### src/verilog/cache_bus_pkg.sv
`default_nettype none

package cache_bus_pkg;

  //////////////////////////////////////////////////////////////////////
  // bus and line geometry
  //////////////////////////////////////////////////////////////////////

  localparam int unsigned WORD_W     = 64;
  localparam int unsigned PADDR_W    = 32;
  localparam int unsigned LINE_WORDS = 4;
  localparam int unsigned LINE_W     = LINE_WORDS * WORD_W;
  // burst length field holds beats minus one
  localparam int unsigned BLEN_W     = $clog2(LINE_WORDS);

  // cache side transaction ids
  localparam int unsigned TID_W      = 2;

  // queue depths
  localparam int unsigned REQ_DEPTH  = 2;
  localparam int unsigned META_DEPTH = 4;

  // bus id marks which cache a read belongs to
  localparam logic BUS_ID_IC = 1'b0;
  localparam logic BUS_ID_DC = 1'b1;

  // 8 byte transfers, used for every instruction fill
  localparam logic [1:0] SIZE_DWORD = 2'd3;

  // aligned byte enables within one 64 bit word
  function automatic logic [7:0] to_byte_enable(input logic [2:0] off,
                                                input logic [1:0] size);
    logic [7:0] be;
    case (size)
      2'b00:   be = 8'h01 << off;
      2'b01:   be = 8'h03 << {off[2:1], 1'b0};
      2'b10:   be = 8'h0f << {off[2], 2'b00};
      default: be = 8'hff;
    endcase
    return be;
  endfunction

endpackage

`default_nettype wire
### src/verilog/tid_ifs.sv
`timescale 1ns/1ns
`default_nettype none

// id pushes from the arbiter, full flags back from the tracker
interface tid_push_if import cache_bus_pkg::*; ();
  logic             ic_push;
  logic             dc_rd_push;
  logic             dc_wr_push;
  logic [TID_W-1:0] tid;
  logic             ic_full;
  logic             dc_rd_full;
  logic             dc_wr_full;

  modport arb (
    output ic_push, dc_rd_push, dc_wr_push, tid,
    input  ic_full, dc_rd_full, dc_wr_full
  );

  modport trk (
    input  ic_push, dc_rd_push, dc_wr_push, tid,
    output ic_full, dc_rd_full, dc_wr_full
  );
endinterface

// id pops from the return path, fifo heads back from the tracker
interface tid_pop_if import cache_bus_pkg::*; ();
  logic             ic_pop;
  logic             dc_rd_pop;
  logic             dc_wr_pop;
  logic [TID_W-1:0] ic_tid;
  logic [TID_W-1:0] dc_rd_tid;
  logic [TID_W-1:0] dc_wr_tid;

  modport rtrn (
    output ic_pop, dc_rd_pop, dc_wr_pop,
    input  ic_tid, dc_rd_tid, dc_wr_tid
  );

  modport trk (
    input  ic_pop, dc_rd_pop, dc_wr_pop,
    output ic_tid, dc_rd_tid, dc_wr_tid
  );
endinterface

`default_nettype wire

### src/verilog/cache_bus_adapter.sv
`timescale 1ns/1ns
`default_nettype none

module cache_bus_adapter import cache_bus_pkg::*; (
  input  logic               clk_i,
  input  logic               rst_ni,
  // instruction cache requests
  input  logic               ic_req_i,
  output logic               ic_ack_o,
  input  logic [PADDR_W-1:0] ic_paddr_i,
  input  logic               ic_nc_i,
  input  logic [TID_W-1:0]   ic_tid_i,
  // data cache requests
  input  logic               dc_req_i,
  output logic               dc_ack_o,
  input  logic               dc_store_i,
  input  logic [PADDR_W-1:0] dc_paddr_i,
  input  logic [2:0]         dc_size_i,
  input  logic [WORD_W-1:0]  dc_data_i,
  input  logic [TID_W-1:0]   dc_tid_i,
  // returns must be taken in the cycle they are valid
  output logic               ic_rtrn_vld_o,
  output logic [TID_W-1:0]   ic_rtrn_tid_o,
  output logic [LINE_W-1:0]  ic_rtrn_data_o,
  output logic               dc_rtrn_vld_o,
  output logic               dc_rtrn_store_o,
  output logic [TID_W-1:0]   dc_rtrn_tid_o,
  output logic [LINE_W-1:0]  dc_rtrn_data_o,
  // bus read channel
  output logic               rd_req_o,
  input  logic               rd_gnt_i,
  output logic [PADDR_W-1:0] rd_addr_o,
  output logic [BLEN_W-1:0]  rd_blen_o,
  output logic [1:0]         rd_size_o,
  output logic               rd_id_o,
  input  logic               rd_valid_i,
  input  logic               rd_last_i,
  input  logic               rd_id_i,
  input  logic [WORD_W-1:0]  rd_data_i,
  // bus write channel
  output logic               wr_req_o,
  input  logic               wr_gnt_i,
  output logic [PADDR_W-1:0] wr_addr_o,
  output logic [WORD_W-1:0]  wr_data_o,
  output logic [7:0]         wr_be_o,
  output logic [1:0]         wr_size_o,
  input  logic               wr_valid_i,
  output logic               wr_rdy_o
);

  tid_push_if u_push ();
  tid_pop_if  u_pop ();

  req_arbiter u_arb (
    .clk_i, .rst_ni,
    .ic_req_i, .ic_ack_o, .ic_paddr_i, .ic_nc_i, .ic_tid_i,
    .dc_req_i, .dc_ack_o, .dc_store_i, .dc_paddr_i, .dc_size_i, .dc_data_i, .dc_tid_i,
    .rd_req_o, .rd_gnt_i, .rd_addr_o, .rd_blen_o, .rd_size_o, .rd_id_o,
    .wr_req_o, .wr_gnt_i, .wr_addr_o, .wr_data_o, .wr_be_o, .wr_size_o,
    .push (u_push)
  );

  tid_tracker u_trk (
    .clk_i, .rst_ni,
    .push (u_push),
    .pop  (u_pop)
  );

  rtrn_path u_rtrn (
    .clk_i, .rst_ni,
    .rd_valid_i, .rd_last_i, .rd_id_i, .rd_data_i,
    .wr_valid_i, .wr_rdy_o,
    .ic_rtrn_vld_o, .ic_rtrn_tid_o, .ic_rtrn_data_o,
    .dc_rtrn_vld_o, .dc_rtrn_store_o, .dc_rtrn_tid_o, .dc_rtrn_data_o,
    .pop (u_pop)
  );

endmodule

`default_nettype wire

### src/verilog/rtrn_path.sv
`timescale 1ns/1ns
`default_nettype none

module rtrn_path import cache_bus_pkg::*; (
  input  logic              clk_i,
  input  logic              rst_ni,
  // bus read beats
  input  logic              rd_valid_i,
  input  logic              rd_last_i,
  input  logic              rd_id_i,
  input  logic [WORD_W-1:0] rd_data_i,
  // bus write responses
  input  logic              wr_valid_i,
  output logic              wr_rdy_o,
  // instruction cache returns
  output logic              ic_rtrn_vld_o,
  output logic [TID_W-1:0]  ic_rtrn_tid_o,
  output logic [LINE_W-1:0] ic_rtrn_data_o,
  // data cache returns
  output logic              dc_rtrn_vld_o,
  output logic              dc_rtrn_store_o,
  output logic [TID_W-1:0]  dc_rtrn_tid_o,
  output logic [LINE_W-1:0] dc_rtrn_data_o,
  tid_pop_if.rtrn           pop
);

  logic [$clog2(META_DEPTH+1)-1:0]   pend_q, pend_d;
  logic                              pend_pop;
  logic                              ic_rd_en, dc_rd_en;
  logic                              ic_vld_d, ic_vld_q, dc_vld_d, dc_vld_q;
  logic                              dc_store_d, dc_store_q;
  logic [TID_W-1:0]                  ic_tid_q, dc_tid_d, dc_tid_q;
  logic                              ic_first_q, dc_first_q;
  logic [LINE_WORDS-1:0][WORD_W-1:0] ic_shift_d, ic_shift_q;
  logic [LINE_WORDS-1:0][WORD_W-1:0] dc_shift_d, dc_shift_q;

  //////////////////////////////////////////////////////////////////////
  // return decode
  //////////////////////////////////////////////////////////////////////

  // write responses are only counted, the ids live in the tracker
  assign wr_rdy_o = (pend_q < ($clog2(META_DEPTH+1))'(META_DEPTH));

  // instruction channel decodes on its own
  assign ic_rd_en   = rd_valid_i & (rd_id_i == BUS_ID_IC);
  assign ic_vld_d   = ic_rd_en & rd_last_i;
  assign pop.ic_pop = ic_vld_d;

  always_comb begin
    dc_rd_en      = 1'b0;
    dc_vld_d      = 1'b0;
    dc_store_d    = 1'b0;
    dc_tid_d      = pop.dc_rd_tid;
    pend_pop      = 1'b0;
    pop.dc_rd_pop = 1'b0;
    pop.dc_wr_pop = 1'b0;
    // read beats win over store acks
    if (rd_valid_i && rd_id_i == BUS_ID_DC) begin
      dc_rd_en      = 1'b1;
      dc_vld_d      = rd_last_i;
      pop.dc_rd_pop = rd_last_i;
    end else if (pend_q != '0) begin
      pend_pop      = 1'b1;
      dc_vld_d      = 1'b1;
      dc_store_d    = 1'b1;
      dc_tid_d      = pop.dc_wr_tid;
      pop.dc_wr_pop = 1'b1;
    end
  end

  always_comb begin
    pend_d = pend_q;
    if (wr_valid_i && wr_rdy_o) begin
      pend_d = pend_d + 1'b1;
    end
    if (pend_pop) begin
      pend_d = pend_d - 1'b1;
    end
  end

  //////////////////////////////////////////////////////////////////////
  // line assembly
  //////////////////////////////////////////////////////////////////////

  // beats enter from the top, the first beat also lands in word 0
  always_comb begin
    ic_shift_d = ic_shift_q;
    dc_shift_d = dc_shift_q;
    if (ic_rd_en) begin
      ic_shift_d = {rd_data_i, ic_shift_q[LINE_WORDS-1:1]};
      if (ic_first_q) begin
        ic_shift_d[0] = rd_data_i;
      end
    end
    if (dc_rd_en) begin
      dc_shift_d = {rd_data_i, dc_shift_q[LINE_WORDS-1:1]};
      if (dc_first_q) begin
        dc_shift_d[0] = rd_data_i;
      end
    end
  end

  always_ff @(posedge clk_i or negedge rst_ni) begin
    if (!rst_ni) begin
      pend_q     <= '0;
      ic_first_q <= 1'b1;
      dc_first_q <= 1'b1;
      ic_vld_q   <= 1'b0;
      dc_vld_q   <= 1'b0;
      dc_store_q <= 1'b0;
    end else begin
      pend_q   <= pend_d;
      ic_vld_q <= ic_vld_d;
      dc_vld_q <= dc_vld_d;
      // next beat after a last is the first of a new transfer
      if (ic_rd_en) begin
        ic_first_q <= rd_last_i;
      end
      if (dc_rd_en) begin
        dc_first_q <= rd_last_i;
      end
      if (dc_vld_d) begin
        dc_store_q <= dc_store_d;
      end
    end
  end

  always_ff @(posedge clk_i) begin
    ic_shift_q <= ic_shift_d;
    dc_shift_q <= dc_shift_d;
    if (ic_vld_d) begin
      ic_tid_q <= pop.ic_tid;
    end
    if (dc_vld_d) begin
      dc_tid_q <= dc_tid_d;
    end
  end

  // returns straight from registers
  assign ic_rtrn_vld_o   = ic_vld_q;
  assign ic_rtrn_tid_o   = ic_tid_q;
  assign ic_rtrn_data_o  = ic_shift_q;
  assign dc_rtrn_vld_o   = dc_vld_q;
  assign dc_rtrn_store_o = dc_store_q;
  assign dc_rtrn_tid_o   = dc_tid_q;
  assign dc_rtrn_data_o  = dc_shift_q;

endmodule

`default_nettype wire

### src/verilog/tid_tracker.sv
`timescale 1ns/1ns
`default_nettype none

module tid_tracker import cache_bus_pkg::*; (
  input  logic   clk_i,
  input  logic   rst_ni,
  tid_push_if.trk push,
  tid_pop_if.trk  pop
);

  // outstanding instruction fills
  sync_fifo #(.Width(TID_W), .Depth(META_DEPTH)) u_ic_rd_ids (
    .clk_i, .rst_ni,
    .push_i  (push.ic_push),
    .pop_i   (pop.ic_pop),
    .data_i  (push.tid),
    .data_o  (pop.ic_tid),
    .full_o  (push.ic_full),
    .empty_o ()
  );

  // outstanding data loads
  sync_fifo #(.Width(TID_W), .Depth(META_DEPTH)) u_dc_rd_ids (
    .clk_i, .rst_ni,
    .push_i  (push.dc_rd_push),
    .pop_i   (pop.dc_rd_pop),
    .data_i  (push.tid),
    .data_o  (pop.dc_rd_tid),
    .full_o  (push.dc_rd_full),
    .empty_o ()
  );

  // outstanding data stores
  sync_fifo #(.Width(TID_W), .Depth(META_DEPTH)) u_dc_wr_ids (
    .clk_i, .rst_ni,
    .push_i  (push.dc_wr_push),
    .pop_i   (pop.dc_wr_pop),
    .data_i  (push.tid),
    .data_o  (pop.dc_wr_tid),
    .full_o  (push.dc_wr_full),
    .empty_o ()
  );

endmodule

`default_nettype wire

### src/verilog/req_arbiter.sv
`timescale 1ns/1ns
`default_nettype none

module req_arbiter import cache_bus_pkg::*; (
  input  logic               clk_i,
  input  logic               rst_ni,
  // instruction cache
  input  logic               ic_req_i,
  output logic               ic_ack_o,
  input  logic [PADDR_W-1:0] ic_paddr_i,
  input  logic               ic_nc_i,
  input  logic [TID_W-1:0]   ic_tid_i,
  // data cache
  input  logic               dc_req_i,
  output logic               dc_ack_o,
  input  logic               dc_store_i,
  input  logic [PADDR_W-1:0] dc_paddr_i,
  input  logic [2:0]         dc_size_i,
  input  logic [WORD_W-1:0]  dc_data_i,
  input  logic [TID_W-1:0]   dc_tid_i,
  // bus read request
  output logic               rd_req_o,
  input  logic               rd_gnt_i,
  output logic [PADDR_W-1:0] rd_addr_o,
  output logic [BLEN_W-1:0]  rd_blen_o,
  output logic [1:0]         rd_size_o,
  output logic               rd_id_o,
  // bus write request
  output logic               wr_req_o,
  input  logic               wr_gnt_i,
  output logic [PADDR_W-1:0] wr_addr_o,
  output logic [WORD_W-1:0]  wr_data_o,
  output logic [7:0]         wr_be_o,
  output logic [1:0]         wr_size_o,
  tid_push_if.arb            push
);

  logic                            ic_full, ic_empty, dc_full, dc_empty;
  logic [PADDR_W+TID_W:0]          ic_head;
  logic [PADDR_W+WORD_W+TID_W+3:0] dc_head;
  logic [PADDR_W-1:0]              ic_paddr, dc_paddr;
  logic                            ic_nc, dc_store;
  logic [TID_W-1:0]                ic_tid, dc_tid;
  logic [2:0]                      dc_size;
  logic [WORD_W-1:0]               dc_data;
  logic                            ic_elig, dc_elig, arb_vld, sel, gnt;
  logic                            ic_pop, dc_pop;
  logic                            lock_q, sel_q, rr_q;

  //////////////////////////////////////////////////////////////////////
  // request queues
  //////////////////////////////////////////////////////////////////////

  assign ic_ack_o = ic_req_i & ~ic_full;
  assign dc_ack_o = dc_req_i & ~dc_full;

  sync_fifo #(.Width(PADDR_W + 1 + TID_W), .Depth(REQ_DEPTH)) u_ic_queue (
    .clk_i, .rst_ni,
    .push_i  (ic_ack_o),
    .pop_i   (ic_pop),
    .data_i  ({ic_paddr_i, ic_nc_i, ic_tid_i}),
    .data_o  (ic_head),
    .full_o  (ic_full),
    .empty_o (ic_empty)
  );

  sync_fifo #(.Width(PADDR_W + WORD_W + TID_W + 4), .Depth(REQ_DEPTH)) u_dc_queue (
    .clk_i, .rst_ni,
    .push_i  (dc_ack_o),
    .pop_i   (dc_pop),
    .data_i  ({dc_store_i, dc_paddr_i, dc_size_i, dc_data_i, dc_tid_i}),
    .data_o  (dc_head),
    .full_o  (dc_full),
    .empty_o (dc_empty)
  );

  assign {ic_paddr, ic_nc, ic_tid}                    = ic_head;
  assign {dc_store, dc_paddr, dc_size, dc_data, dc_tid} = dc_head;

  //////////////////////////////////////////////////////////////////////
  // round-robin with hold until grant
  //////////////////////////////////////////////////////////////////////

  // a path needs room in the id fifo of the channel it will use
  assign ic_elig = ~ic_empty & ~push.ic_full;
  assign dc_elig = ~dc_empty & (dc_store ? ~push.dc_wr_full : ~push.dc_rd_full);
  assign arb_vld = lock_q | ic_elig | dc_elig;

  always_comb begin
    if (lock_q) begin
      sel = sel_q;
    end else if (ic_elig && dc_elig) begin
      sel = rr_q;
    end else begin
      sel = dc_elig;
    end
  end

  assign gnt    = (rd_req_o & rd_gnt_i) | (wr_req_o & wr_gnt_i);
  assign ic_pop = gnt & (sel == BUS_ID_IC);
  assign dc_pop = gnt & (sel == BUS_ID_DC);

  always_ff @(posedge clk_i or negedge rst_ni) begin
    if (!rst_ni) begin
      lock_q <= 1'b0;
      sel_q  <= BUS_ID_IC;
      rr_q   <= BUS_ID_IC;
    end else begin
      lock_q <= arb_vld & ~gnt;
      sel_q  <= sel;
      if (gnt) begin
        rr_q <= ~sel;
      end
    end
  end

  //////////////////////////////////////////////////////////////////////
  // bus request formation
  //////////////////////////////////////////////////////////////////////

  always_comb begin
    rd_req_o  = 1'b0;
    wr_req_o  = 1'b0;
    rd_addr_o = ic_paddr;
    rd_size_o = SIZE_DWORD;
    rd_id_o   = BUS_ID_IC;
    rd_blen_o = '0;
    if (sel == BUS_ID_DC) begin
      rd_addr_o = dc_paddr;
      rd_size_o = dc_size[1:0];
      rd_id_o   = BUS_ID_DC;
      // size bit 2 marks a full line load
      if (dc_size[2]) begin
        rd_blen_o = BLEN_W'(LINE_WORDS - 1);
      end
      rd_req_o = arb_vld & ~dc_store;
      wr_req_o = arb_vld & dc_store;
    end else begin
      if (!ic_nc) begin
        rd_blen_o = BLEN_W'(LINE_WORDS - 1);
      end
      rd_req_o = arb_vld;
    end
  end

  // stores are always single word
  assign wr_addr_o = dc_paddr;
  assign wr_data_o = dc_data;
  assign wr_size_o = dc_size[1:0];
  assign wr_be_o   = to_byte_enable(dc_paddr[2:0], dc_size[1:0]);

  // remember the requester id in the grant cycle
  assign push.ic_push    = rd_req_o & rd_gnt_i & (sel == BUS_ID_IC);
  assign push.dc_rd_push = rd_req_o & rd_gnt_i & (sel == BUS_ID_DC);
  assign push.dc_wr_push = wr_req_o & wr_gnt_i;
  assign push.tid        = (sel == BUS_ID_DC) ? dc_tid : ic_tid;

endmodule

`default_nettype wire

### src/verilog/sync_fifo.sv
`timescale 1ns/1ns
`default_nettype none

module sync_fifo #(
  parameter int unsigned Width = 8,
  parameter int unsigned Depth = 4
) (
  input  logic             clk_i,
  input  logic             rst_ni,
  input  logic             push_i,
  input  logic             pop_i,
  input  logic [Width-1:0] data_i,
  output logic [Width-1:0] data_o,
  output logic             full_o,
  output logic             empty_o
);

  logic [Width-1:0]             mem_q [Depth];
  logic [$clog2(Depth)-1:0]     wr_ptr_q, rd_ptr_q;
  logic [$clog2(Depth+1)-1:0]   cnt_q;
  logic                         do_push, do_pop;

  assign full_o  = (cnt_q == ($clog2(Depth+1))'(Depth));
  assign empty_o = (cnt_q == '0);

  // overflow and underflow requests are dropped
  assign do_push = push_i & ~full_o;
  assign do_pop  = pop_i & ~empty_o;

  // head word is always visible
  assign data_o = mem_q[rd_ptr_q];

  always_ff @(posedge clk_i or negedge rst_ni) begin
    if (!rst_ni) begin
      wr_ptr_q <= '0;
      rd_ptr_q <= '0;
      cnt_q    <= '0;
    end else begin
      if (do_push) begin
        wr_ptr_q <= (wr_ptr_q == ($clog2(Depth))'(Depth - 1)) ? '0 : wr_ptr_q + 1'b1;
      end
      if (do_pop) begin
        rd_ptr_q <= (rd_ptr_q == ($clog2(Depth))'(Depth - 1)) ? '0 : rd_ptr_q + 1'b1;
      end
      if (do_push && !do_pop) begin
        cnt_q <= cnt_q + 1'b1;
      end else if (do_pop && !do_push) begin
        cnt_q <= cnt_q - 1'b1;
      end
    end
  end

  always_ff @(posedge clk_i) begin
    if (do_push) begin
      mem_q[wr_ptr_q] <= data_i;
    end
  end

endmodule

`default_nettype wire

### config.mk
export PLATFORM = sky130hd
export DESIGN_NAME = cache_bus_adapter
export DESIGN_NICKNAME = d
export VERILOG_FILES = /design/src/verilog/cache_bus_pkg.sv /design/src/verilog/tid_ifs.sv /design/src/verilog/cache_bus_adapter.sv /design/src/verilog/rtrn_path.sv /design/src/verilog/tid_tracker.sv /design/src/verilog/req_arbiter.sv /design/src/verilog/sync_fifo.sv
export SDC_FILE = /design/constraint.sdc
export NUM_CORES = 1
export LEC_CHECK = 0
export BUFFER_PORTS_ARGS = -buffer_cell sky130_fd_sc_hd__buf_2
export CORE_AREA = 2 2 346 348
export CTS_BUF_LIST = sky130_fd_sc_hd__clkbuf_16
export DETAILED_ROUTE_END_ITERATION = 8
export DIE_AREA = 0 0 348 350
export GPL_TIMING_DRIVEN = 0
export PLACE_DENSITY = 0.51
export SETUP_SLACK_MARGIN = 0.3
export SLEW_MARGIN = 20
export SYNTH_ARGS = -nofsm -noshare
export SYNTH_HDL_FRONTEND = slang
export SYNTH_HIERARCHICAL = 1
export SYNTH_SLANG_ARGS = --single-unit
### constraint.sdc
create_clock -name clk_i -period 9.9 [get_ports clk_i]
set_input_delay 1.485 -clock clk_i [delete_from_list [all_inputs] [get_ports clk_i]]
set_output_delay 1.485 -clock clk_i [all_outputs]
set_load 0.05 [all_outputs]
==> run metrics, run 1 <==
clk slew on worst S/H paths 0.06 ns; routed vias 17200; outcome complete, no violations; First-pass DRT Iterations 5; Final setup viols 0; Worst Hold Class reg -> reg; clock latency at the later pin of the worst-skew pair 0.68 ns; Internal 7.81 mW; vias in the first global route 17800; GPL Wtd Cong 0.921; area growth from synthesis to layout 32.2%; Synth area leaders edfxtp_1 79%, mux2_2 10%, dfrtp_1 3.1%; CP required 8.42 ns; routed len/inst 23.8 um; DP Worst Slack 5.16 ns; CTS resizes 0; Max-Slew Margin vs Limit 40.5%; Rows 126; post-detailed-route count of antenna-violating nets 0; crit path max fanout 11; initial antenna violation count 40; post-synthesis sequential area ratio 82.1%; CP endpoint kind primary output; synth warn 6; DRC 0; Initial Utilization 26.3%; area leader, netlist edfxtp_1; WS Path Type reg -> out; CTS HTree Levels 3; first-pass GRT wire length 131 mm; Cell Pwr Density 302 nW/um2; Reg-to-Reg Start u_arb/u_dc_queue/rd_ptr_q$_DFFE_PN0P_; synthesized area 31000 um2; Post-Synthesis Cells 1392; sequential fraction of design power 38.4%; grt ovf 0; area share of the largest cell type after synthesis 78.8%; Max-cap violations 0; Net Sw Frac 36.9%; gr usage total 15.0%; input/output buffers 877; aggregate routed wire length 95.5 mm; flop2flop setup slack 5.76 ns; Critical Path Source Type register; crit path from u_arb/u_dc_queue/rd_ptr_q$_DFFE_PN0P_; CTS Hold Bufs 0; # nets final 2622; final worst slack 4.55 ns; CTS Buffer Depth 3; syn nets 1629; detailed placement HPWL 73.1 mm; Worst Max-Slew Pin Slew 0.889 ns; final core area utilization 34.8%; power share of the clock group 28.2%; Switching Power 4.56 mW; num ports 878; Post-CTS Setup Bufs 0; Die Ht 350 um; VDD IR max 0.340 mV; FF+latch count, synth 854; die width 348 um; root buf cell clkbuf_16; initial DRC count 1264; commonest non-fill, non-tap cells in the layout 881 x buf_2, 814 x edfxtp_1, 282 x mux2_2, 92 x clkbuf_16, 44 x inv_1; clk_skew 0.0761 ns; layout cell share with drive strength beyond 1 58.0%; hold path startpoint u_rtrn/ic_rtrn_data_o[250]$_DFFE_PP_; Tcrit/Tclk final 54.0%; CTS Buf Count 92; crit path DAT 3.86 ns; dpl cells 3827; Final min period 5.35 ns; Slew Viols, Final 0; core area 118000 um2; Final Hold Fails 0; total power draw 12.4 mW; count of different cell masters after synthesis 41; die area 122000 um2; syn avg cell area 22.3 um2; CTS Sinks 854; CTS tree done; RSZ-0062 raised after global routing false; Via density 4.29; FMAX 187 MHz; Post-Layout Cell Count 4008; largest net degree at the start of global routing 107; Comb pwr share 33.5%; commonest non-fill, non-tap cell in the layout buf_2; leakage 15.6 nW
-- power groups by stage --
| stage | Combinational, mW | Clock (mW) | Sequential (mW) |
|---|---|---|---|
| detailed placement | 4.20 | 0 | 4.82 |
| finish | 4.14 | 3.48 | 4.75 |
| floorplan | 2.74 | 0 | 5.16 |
| global placement | 4.07 | 0 | 4.88 |
| CTS | 4.22 | 3.60 | 4.75 |
| global route | 4.36 | 3.74 | 4.79 |
-- metal layers --
| layer | vias to the layer above | track usage [%] | share of wire, % |
|---|---|---|---|
| li1 | 7469 | - | - |
| met1 | 8723 | 17.0 | 37 |
| met2 | 815 | 26.5 | 51 |
| met3 | 178 | 4.67 | 8.1 |
| met4 | 24 | 5.58 | 3.0 |
| met5 | - | 0 | 0.16 |
-- synth_stat cells --
cell type / instances
buf_12: 3
nor3b_4: 3
fa_1: 3
nand2_1: 14
nor3b_1: 2
o31ai_1: 1
and2_2: 12
ha_1: 23
inv_1: 24
xnor2_2: 1
a21oi_1: 7
dfrtp_1: 38
o211ai_1: 1
a211oi_2: 1
mux2i_1: 2
xor2_1: 12
mux2_4: 36
mux2_2: 282
xnor2_1: 9
and3_1: 2
nor2_1: 28
dfstp_2: 2
nand2b_4: 3
buf_6: 27
nand3_1: 1
o311ai_0: 1
o21ai_1: 1
mux4_2: 6
o41ai_4: 1
and2_1: 1
nor2b_1: 5
edfxtp_1: 814
o21ai_0: 2
buf_2: 5
a21boi_0: 2
nand2b_1: 4
buf_4: 2
nor2b_2: 4
nor3_1: 5
or2_2: 1
o21ai_4: 1
-- layout make-up --
| type | count | area (um2) |
|---|---|---|
| Inverter | 24 | 97.6 |
| Antenna cell | 8 | 20.0 |
| Sequential cell | 854 | 25400 |
| Fill cell | 11200 | 76800 |
| Buffer | 37 | 404 |
| Clock buffer | 92 | 2300 |
| Tap cell | 1536 | 1920 |
| Clock inverter | 81 | 805 |
| Multi-Input combinational cell | 477 | 5100 |
| Timing Repair Buffer | 899 | 4910 |
-- flip-flops by register name, summed over array words and instances (netlist names), 3 cells and up --
register,flops
u_arb/u_ic_queue/mem_q,70
u_arb/u_dc_queue/mem_q,204
u_trk/u_dc_rd_ids/cnt_q,3
u_rtrn/ic_rtrn_data_o,256
u_trk/u_dc_wr_ids/mem_q,8
u_trk/u_ic_rd_ids/mem_q,8
u_rtrn/dc_rtrn_data_o,256
u_trk/u_dc_wr_ids/cnt_q,3
u_rtrn/pend_q,3
u_trk/u_dc_rd_ids/mem_q,8
u_trk/u_ic_rd_ids/cnt_q,3
-- path summary, 6_finish.rpt --
| path | end | cells after the start |
|---|---|---|
| setup / recovery | rd_blen_o[1] | 9 |
| hold / removal | u_rtrn/ic_rtrn_data_o[186]$_DFFE_PP_ | 0 |
| setup reg to reg | u_trk/u_ic_rd_ids/cnt_q[1]$_DFFE_PN0P_ | 12 |
| hold reg to reg | u_rtrn/ic_rtrn_data_o[186]$_DFFE_PP_ | 0 |
| max in group asynchronous | u_arb/rr_q$_DFFE_PN0P_ | 1 |
| min in group asynchronous | u_trk/u_dc_wr_ids/cnt_q[1]$_DFFE_PN0P_ | 1 |
-- worst max-delay path: stages (launching register included) --
cell and delay (ns):
dfrtp_1 0.38, buf_2 0.31, mux2_2 0.43, mux2_4 0.33, o41ai_4 0.79, buf_6 0.28
nand2_1 0.07, o21ai_0 0.16, buf_4 0.18, buf_2 0.25
-- metrics by stage --
step / hold slack [ns] / instance area, um2 / setup TNS [ns]
floorplan: 0.461 / 31000 / 0
global placement: 0.425 / 37300 / -7.43
CTS: 0.376 / 41000 / 0
finish: 0.382 / 41000 / 0
global route: 0.385 / 41000 / 0
detailed placement: 0.427 / 37900 / 0
-- cells by family after synthesis --
logic type	count (synthesis)	synth area share (%)
AO/OA/AOI/OAI	18	0.468
XOR/XNOR	22	0.646
adder cells (fa/ha/maj)	26	1.12
buffers and inverters	61	1.59
flip-flops	854	82.1
multiplexers	326	12.5
AND/OR/NAND/NOR	85	1.63
Note: power is estimated with default switching activity, not from simulation.
==> run 2, diff against run 1 <==
Settings changed: ABC_AREA set to 1, CORE_AREA 2 2 346 348 to 2 2 338 340, DIE_AREA 0 0 348 350 to 0 0 340 342, PLACE_DENSITY 0.51 to 0.55.
Clock period 9.9 ns to 4.77 ns, I/O delays scaled along.
==> run 2 against run 1 <==
- area after synthesis rose by 1.4%
- clock power rose by 120%
- count of clock-buffer cells in the layout rose by 1
- core utilization rose by 2.0 points
- sequential share of layout area fell by 0.91 points
- hold slack got worse by 0.34 ns
- combinational power rose by 140%
- global-route usage rose by 2.8 points
- largest power group unchanged
- setup slack got worse by 3.8 ns
- via count rose by 16%
==> run metrics, run 2 <==
commonest non-fill, non-tap cell in the layout buf_2 (unchanged); FMAX 250 MHz; input/output buffers 877 (unchanged); GPL Wtd Cong 0.844 (was 0.921); Die Ht 342 um (was 350 um); dpl cells 4490 (was 3827); Worst Hold Class in -> async (was reg -> reg); CTS tree done (unchanged); die width 340 um (was 348 um); DP Worst Slack 1.38 ns (was 5.16 ns); layout cell share with drive strength beyond 1 38.6% (was 58.0%); Max-cap violations 0 (unchanged); Initial Utilization 27.8% (was 26.3%); CP endpoint kind primary output (unchanged); # nets final 3310 (was 2622); CTS resizes 0 (unchanged); VDD IR max 0.667 mV (was 0.340 mV); Post-Synthesis Cells 2075 (was 1392); Max-Slew Margin vs Limit 43.1% (was 40.5%); clock latency at the later pin of the worst-skew pair 0.69 ns (was 0.68 ns); RSZ-0062 raised after global routing false (unchanged); root buf cell clkbuf_16 (unchanged); leakage 17.5 nW (was 15.6 nW); CP max stage cell dfrtp_1 (was o41ai_4); vias in the first global route 19700 (was 17800); clk slew on worst S/H paths 0.06 ns (about the same); Internal 16.0 mW (was 7.81 mW); CTS HTree Levels 3 (unchanged); CTS Buffer Depth 3 (unchanged); most frequent CP cell nand2_1 (was buf_2); sequential fraction of design power 36.2% (was 38.4%); Via density 4.28 (was 4.29); Slew Viols, Final 0 (unchanged); Post-CTS Setup Bufs 0 (unchanged); DRC 0 (unchanged); CTS Hold Bufs 0 (unchanged); first-pass GRT wire length 147 mm (was 131 mm); synthesized area 31400 um2 (was 31000 um2); Final setup viols 0 (unchanged); Post-Layout Cell Count 4676 (was 4008); CP required 4.05 ns (was 8.42 ns); syn nets 2312 (was 1629); clk_skew 0.0394 ns (was 0.0761 ns); routed vias 20000 (was 17200); outcome complete, no violations (unchanged); largest net degree at the start of global routing 56 (was 107); aggregate routed wire length 107 mm (was 95.5 mm); routed len/inst 22.9 um (was 23.8 um); power share of the clock group 27.7% (was 28.2%); Hold Worst Slack 0.0442 ns (was 0.382 ns); worst path bufs/invs 7 (was 4); die area 116000 um2 (was 122000 um2); WS Path Type reg -> out (unchanged); CTS Buf Count 93 (was 92); fill count 10900 (was 11200); num ports 878 (unchanged); Tcrit/Tclk final 83.7%; initial DRC count 1413 (was 1264); area growth from synthesis to layout 32.3% (was 32.2%); detailed placement HPWL 83.7 mm (was 73.1 mm); placed inst area 38300 um2 (was 37900 um2); First-pass DRT Iterations 5 (unchanged); Final min period 3.99 ns; crit path max fanout 11 (unchanged); grt ovf 0 (unchanged); Rows 124 (was 126); Comb pwr share 36.1% (was 33.5%); core area 113000 um2 (was 118000 um2); delay-heaviest family, CP buffers and inverters (unchanged); CP cell instances buf_2, inv_2, buf_2, nand2_1, nand2_1, inv_1, nand2_1, nand3_2, nand2_2, nand2_4, inv_4, buf_4, nand2_1, nand2_1, buf_2 (was buf_2, mux2_2, mux2_4, o41ai_4, buf_6, nand2_1, o21ai_0, buf_4, buf_2); TNS Setup 0 ns (unchanged); commonest non-fill, non-tap cells in the layout 903 x buf_2, 824 x nand2_1, 814 x edfxtp_1, 105 x inv_1, 93 x clkbuf_16 (was 881 x buf_2, 814 x edfxtp_1, 282 x mux2_2, 92 x clkbuf_16, 44 x inv_1); synth warn 6 (unchanged); CTS Sinks 854 (unchanged); post-detailed-route count of antenna-violating nets 0 (unchanged); gr usage total 17.8% (was 15.0%); final worst slack 0.776 ns (was 4.55 ns); Cell Pwr Density 651 nW/um2 (was 302 nW/um2); Worst Max-Slew Pin Slew 0.854 ns (was 0.889 ns); Net Sw Frac 41.0% (was 36.9%); initial antenna violation count 39 (was 40); Critical Path Source Type register (unchanged); crit-path max cell delay 0.36 ns (was 0.79 ns); final core area utilization 36.8% (was 34.8%); syn avg cell area 15.2 um2 (was 22.3 um2); Final Hold Fails 0 (unchanged); Switching Power 11.1 mW (was 4.56 mW); Design Area, Final 41600 um2 (was 41000 um2); total power draw 27.1 mW (was 12.4 mW); crit path DAT 3.28 ns (was 3.86 ns)
[run 2: changes by cell type in the layout (fill, tap and decap cells not counted), moves of 16 or more]
cell	delta
mux2_2	-267
nand2_2	+16
nand2_1	+810
buf_2	+22
o21ai_0	+17
inv_1	+61
nand3_1	+24
[run 2: power groups by stage]
stage / Sequential, mW / Combinational (mW) / Clock, mW
after floorplan: 10.7 / 6.11 / 0
after global placement: 10.1 / 9.74 / 0
after detailed placement: 9.95 / 9.94 / 0
after CTS: 9.80 / 9.97 / 7.71
after global routing: 9.90 / 10.5 / 7.97
final: 9.80 / 9.78 / 7.51
[run 2: final cells by class]
| cell class | count | area [um2] | share of cell area, % |
|---|---|---|---|
| flip-flops and latches | 854 | 25400 | 61.1 |
| well taps | 1512 | 1890 | 4.55 |
| plain buffers | 62 | 458 | 1.10 |
| repair buffers | 903 | 4960 | 11.9 |
| clock buffers | 93 | 2330 | 5.59 |
| multi-input cells | 1052 | 5170 | 12.4 |
| clock inverters | 79 | 901 | 2.16 |
| inverters | 107 | 427 | 1.03 |
| diodes | 14 | 35.0 | 0.0842 |
[run 2: worst paths after layout]
path | start | to | slack [ns] | cells past startpoint
worst max-delay path | u_arb/u_dc_queue/rd_ptr_q$_DFFE_PN0P_ | rd_addr_o[27] | 0.78 | 15
worst min-delay path | rst_ni | u_trk/u_ic_rd_ids/cnt_q[1]$_DFFE_PN0P_ | 0.04 | 1
worst max register to register | u_arb/u_dc_queue/rd_ptr_q$_DFFE_PN0P_ | u_trk/u_ic_rd_ids/cnt_q[2]$_DFFE_PN0P_ | 1.47 | 21
worst min register to register | u_rtrn/dc_rtrn_data_o[189]$_DFFE_PP_ | u_rtrn/dc_rtrn_data_o[125]$_DFFE_PP_ | 0.42 | 0
max in group asynchronous | rst_ni | u_rtrn/pend_q[0]$_DFF_PN0_ | 4.29 | 1
min in group clk_i | dc_data_i[0] | u_arb/u_dc_queue/mem_q[0][2]$_DFFE_PP_ | 0.22 | 1
[run 2: worst reg2reg max path: stages (launching register included)]
cell     delay, ns
dfrtp_1       0.36
buf_2         0.18
inv_2         0.10
buf_2         0.31
nand2_1       0.09
nand2_1       0.19
nand2_1       0.10
nand3_2       0.09
nand2_2       0.08
nand2_4       0.10
buf_6         0.17
nand3_1       0.18
inv_1         0.19
nand2_4       0.10
inv_1         0.07
ha_1          0.16
inv_1         0.07
fa_1          0.39
nand2_1       0.10
nand3_1       0.07
nand2_1       0.06
nand2_1       0.05
[run 2: layer usage]
metal  vias up  global-route usage [%]  wire (um)
li1       9199                       -          -
met1      9707                    18.8      37000
met2       865                    31.6      54700
met3       204                    6.49      11000
met4        26                    7.96       4410
met5         -                       0        156
==> run 3, diff against run 2 <==
Clock period 4.77 ns to 3.25 ns, I/O delays scaled along.
==> run 3 against run 2 <==
- critical path depth shrank 2
- sequential power grew 47%
- sequential share of layout area shrank 3.6 points
- via count grew 4.0%
- wire length grew 2.7%
- hold slack gained 0.023 ns
- critical path type unchanged
- combinational power grew 85%
- clock power grew 33%
- power grew 57%
- first-iteration DRC count is essentially flat
==> run metrics, run 3 (same netlist as run 2, synthesis figures left out) <==
layout cell share with drive strength beyond 1 40.0% (was 38.6%); crit path DAT 2.58 ns (was 3.28 ns); Worst Max-Slew Pin Slew 0.636 ns (was 0.854 ns); Multi-input gate area 5720 um2 (was 5170 um2); WS Path Type reg -> out (unchanged); CP cell instances buf_8, buf_4, buf_12, buf_12, buf_8, nand2_4, nand2_4, inv_6, nand2_4, nor2_4, nand2_1, nand2_1, buf_6 (was buf_2, inv_2, buf_2, nand2_1, nand2_1, inv_1, nand2_1, nand3_2, nand2_2, nand2_4, inv_4, buf_4, nand2_1, nand2_1, buf_2); routed vias 20800 (was 20000); Final Hold Fails 0 (unchanged); area growth from synthesis to layout 40.6% (was 32.3%); root buf cell clkbuf_16 (unchanged); first-pass GRT wire length 149 mm (was 147 mm); crit path max fanout 7 (was 11); CTS Buffer Depth 3 (unchanged); total power draw 42.5 mW (was 27.1 mW); CTS tree done (unchanged); Max-cap violations 0 (unchanged); RSZ-0062 raised after global routing true (was false); routed len/inst 22.7 um (was 22.9 um); FMAX 326 MHz; Die Ht 342 um (unchanged); num ports 878 (unchanged); Rows 124 (unchanged); DRC 0 (unchanged); Cell Pwr Density 962 nW/um2 (was 651 nW/um2); # nets final 3487 (was 3310); Worst Hold Class in -> reg (was in -> async); Max-Slew Margin vs Limit 57.5% (was 43.1%); Final min period 3.07 ns; vias in the first global route 20400 (was 19700); CP required 2.76 ns (was 4.05 ns); die area 116000 um2 (unchanged); die width 340 um (unchanged); final core area utilization 39.1% (was 36.8%); First-pass DRT Iterations 5 (unchanged); CP max stage cell dfrtp_1 (unchanged); gr usage total 18.0% (was 17.8%); most frequent CP cell nand2_4 (was nand2_1); aggregate routed wire length 110 mm (was 107 mm); initial DRC count 1414 (was 1413); commonest non-fill, non-tap cell in the layout buf_2 (unchanged); fill count 10600 (was 10900); Critical Path Source Type register (unchanged); core area 113000 um2 (unchanged); input/output buffers 877 (unchanged); CP endpoint kind primary output (unchanged); Tcrit/Tclk final 94.4%; crit-path max cell delay 0.38 ns (was 0.36 ns); clk slew on worst S/H paths 0.06 ns (about the same); FF/Latch Area 25400 um2 (unchanged); detailed placement HPWL 84.1 mm (was 83.7 mm); CTS Buf Count 94 (was 93); CTS Sinks 854 (unchanged); Hold Worst Slack 0.0674 ns (was 0.0442 ns); Initial Utilization 27.8% (unchanged); largest net degree at the start of global routing 41 (was 56); Via density 4.29 (was 4.28); Final setup viols 0 (unchanged); clock latency at the later pin of the worst-skew pair 0.66 ns (was 0.69 ns); outcome complete, no violations (unchanged); VDD IR max 0.924 mV (was 0.667 mV); TNS Setup 0 ns (unchanged); clk_skew 0.0433 ns (was 0.0394 ns); GPL Wtd Cong 0.857 (was 0.844); CTS HTree Levels 3 (unchanged); grt ovf 0 (unchanged); commonest non-fill, non-tap cells in the layout 852 x buf_2, 814 x edfxtp_1, 768 x nand2_1, 139 x dlygate4sd3_1, 101 x inv_1 (was 903 x buf_2, 824 x nand2_1, 814 x edfxtp_1, 105 x inv_1, 93 x clkbuf_16); leakage 18.6 nW (was 17.5 nW); post-detailed-route count of antenna-violating nets 0 (unchanged); Slew Viols, Final 0 (unchanged); initial antenna violation count 26 (was 39)
==> run 3: cell types whose count changed in the layout (fill, tap and decap cells not counted), moves of 7 or more <==
cell	before	now
dlygate4sd3_1	0	139
nand2_1	824	768
buf_2	903	852
nand2_4	4	48
buf_12	18	44
buf_8	1	27
buf_4	18	39
buf_6	17	33
bufinv_16	15	4
o21ai_0	19	8
inv_2	8	18
o21ai_2	0	8
nand2_2	16	23
==> run 3: metrics by stage <==
step / std cells / area [um2] / setup WS, ns
global placement: 4464 / 37800 / -4.28
finish: 4848 / 44200 / 0.182
detailed placement: 4491 / 38300 / -0.218
CTS: 4812 / 43400 / 0.0732
global route: 4842 / 44200 / 0.0828
floorplan: 2075 / 31500 / -1.60
==> run 3: cell type report <==
cell class | count | share of cell area (%)
clock inverters | 74 | 1.21
diodes | 13 | 0.0736
inverters | 107 | 1.02
well taps | 1512 | 4.28
plain buffers | 62 | 1.41
multi-input cells | 1052 | 12.9
repair buffers | 1078 | 16.1
repair inverters | 1 | 0.0453
flip-flops and latches | 854 | 57.5
clock buffers | 95 | 5.38
==> run 3: critical path, delay by kind of cell (launching register included) <==
kind / cells / cell delay, ns
simple gates: 6 / 0.57
flops: 1 / 0.38
buf+inv: 7 / 0.95
==> run 3: power by group <==
part | internal (mW) | leakage, nW | total, mW | switching, mW
logic | 5.58 | 9.02 | 18.1 | 12.5
registers | 13.9 | 8.08 | 14.4 | 0.550
clock network | 5.64 | 1.49 | 10.0 | 4.40
total | 25.1 | 18.6 | 42.5 | 17.5
==> run 3: final timing paths <==
check	slack (ns)	cells past startpoint	start	to
worst max-delay path	0.18	13	u_arb/u_dc_queue/rd_ptr_q$_DFFE_PN0P_	wr_be_o[0]
worst min-delay path	0.07	1	rd_data_i[22]	u_rtrn/ic_rtrn_data_o[214]$_DFFE_PP_
worst max register to register	0.29	23	u_arb/u_dc_queue/rd_ptr_q$_DFFE_PN0P_	u_trk/u_dc_rd_ids/cnt_q[1]$_DFFE_PN0P_
worst min register to register	0.40	0	u_rtrn/ic_rtrn_data_o[139]$_DFFE_PP_	u_rtrn/ic_rtrn_data_o[75]$_DFFE_PP_
max in group asynchronous	2.43	2	rst_ni	u_trk/u_dc_rd_ids/cnt_q[1]$_DFFE_PN0P_
min in group asynchronous	0.38	2	rst_ni	u_arb/u_ic_queue/cnt_q[0]$_DFFE_PN0P_
==> run 3: routing by layer <==
layer / vias up / track usage [%] / share of wire (%) / wire length (um)
li1: 9570 / - / - / -
met1: 10100 / 19.4 / 36 / 39200
met2: 936 / 32.2 / 51 / 56500
met3: 199 / 5.98 / 8.8 / 9740
met4: 4 / 7.67 / 4.3 / 4690
met5: - / 0 / 0.022 / 24
==> run 3: timing repair <==
| item | CTS | global route |
|---|---|---|
| buffers inserted | 11 | 21 |
| resized for setup | 192 | 147 |
| setup endpoints to repair | 68 | 52 |
| pin swaps | 12 | 18 |
| hold buffers | 138 | 1 |
| endpoints found under the hold margin | 275 | 38 |
| cloned | 3 | 1 |
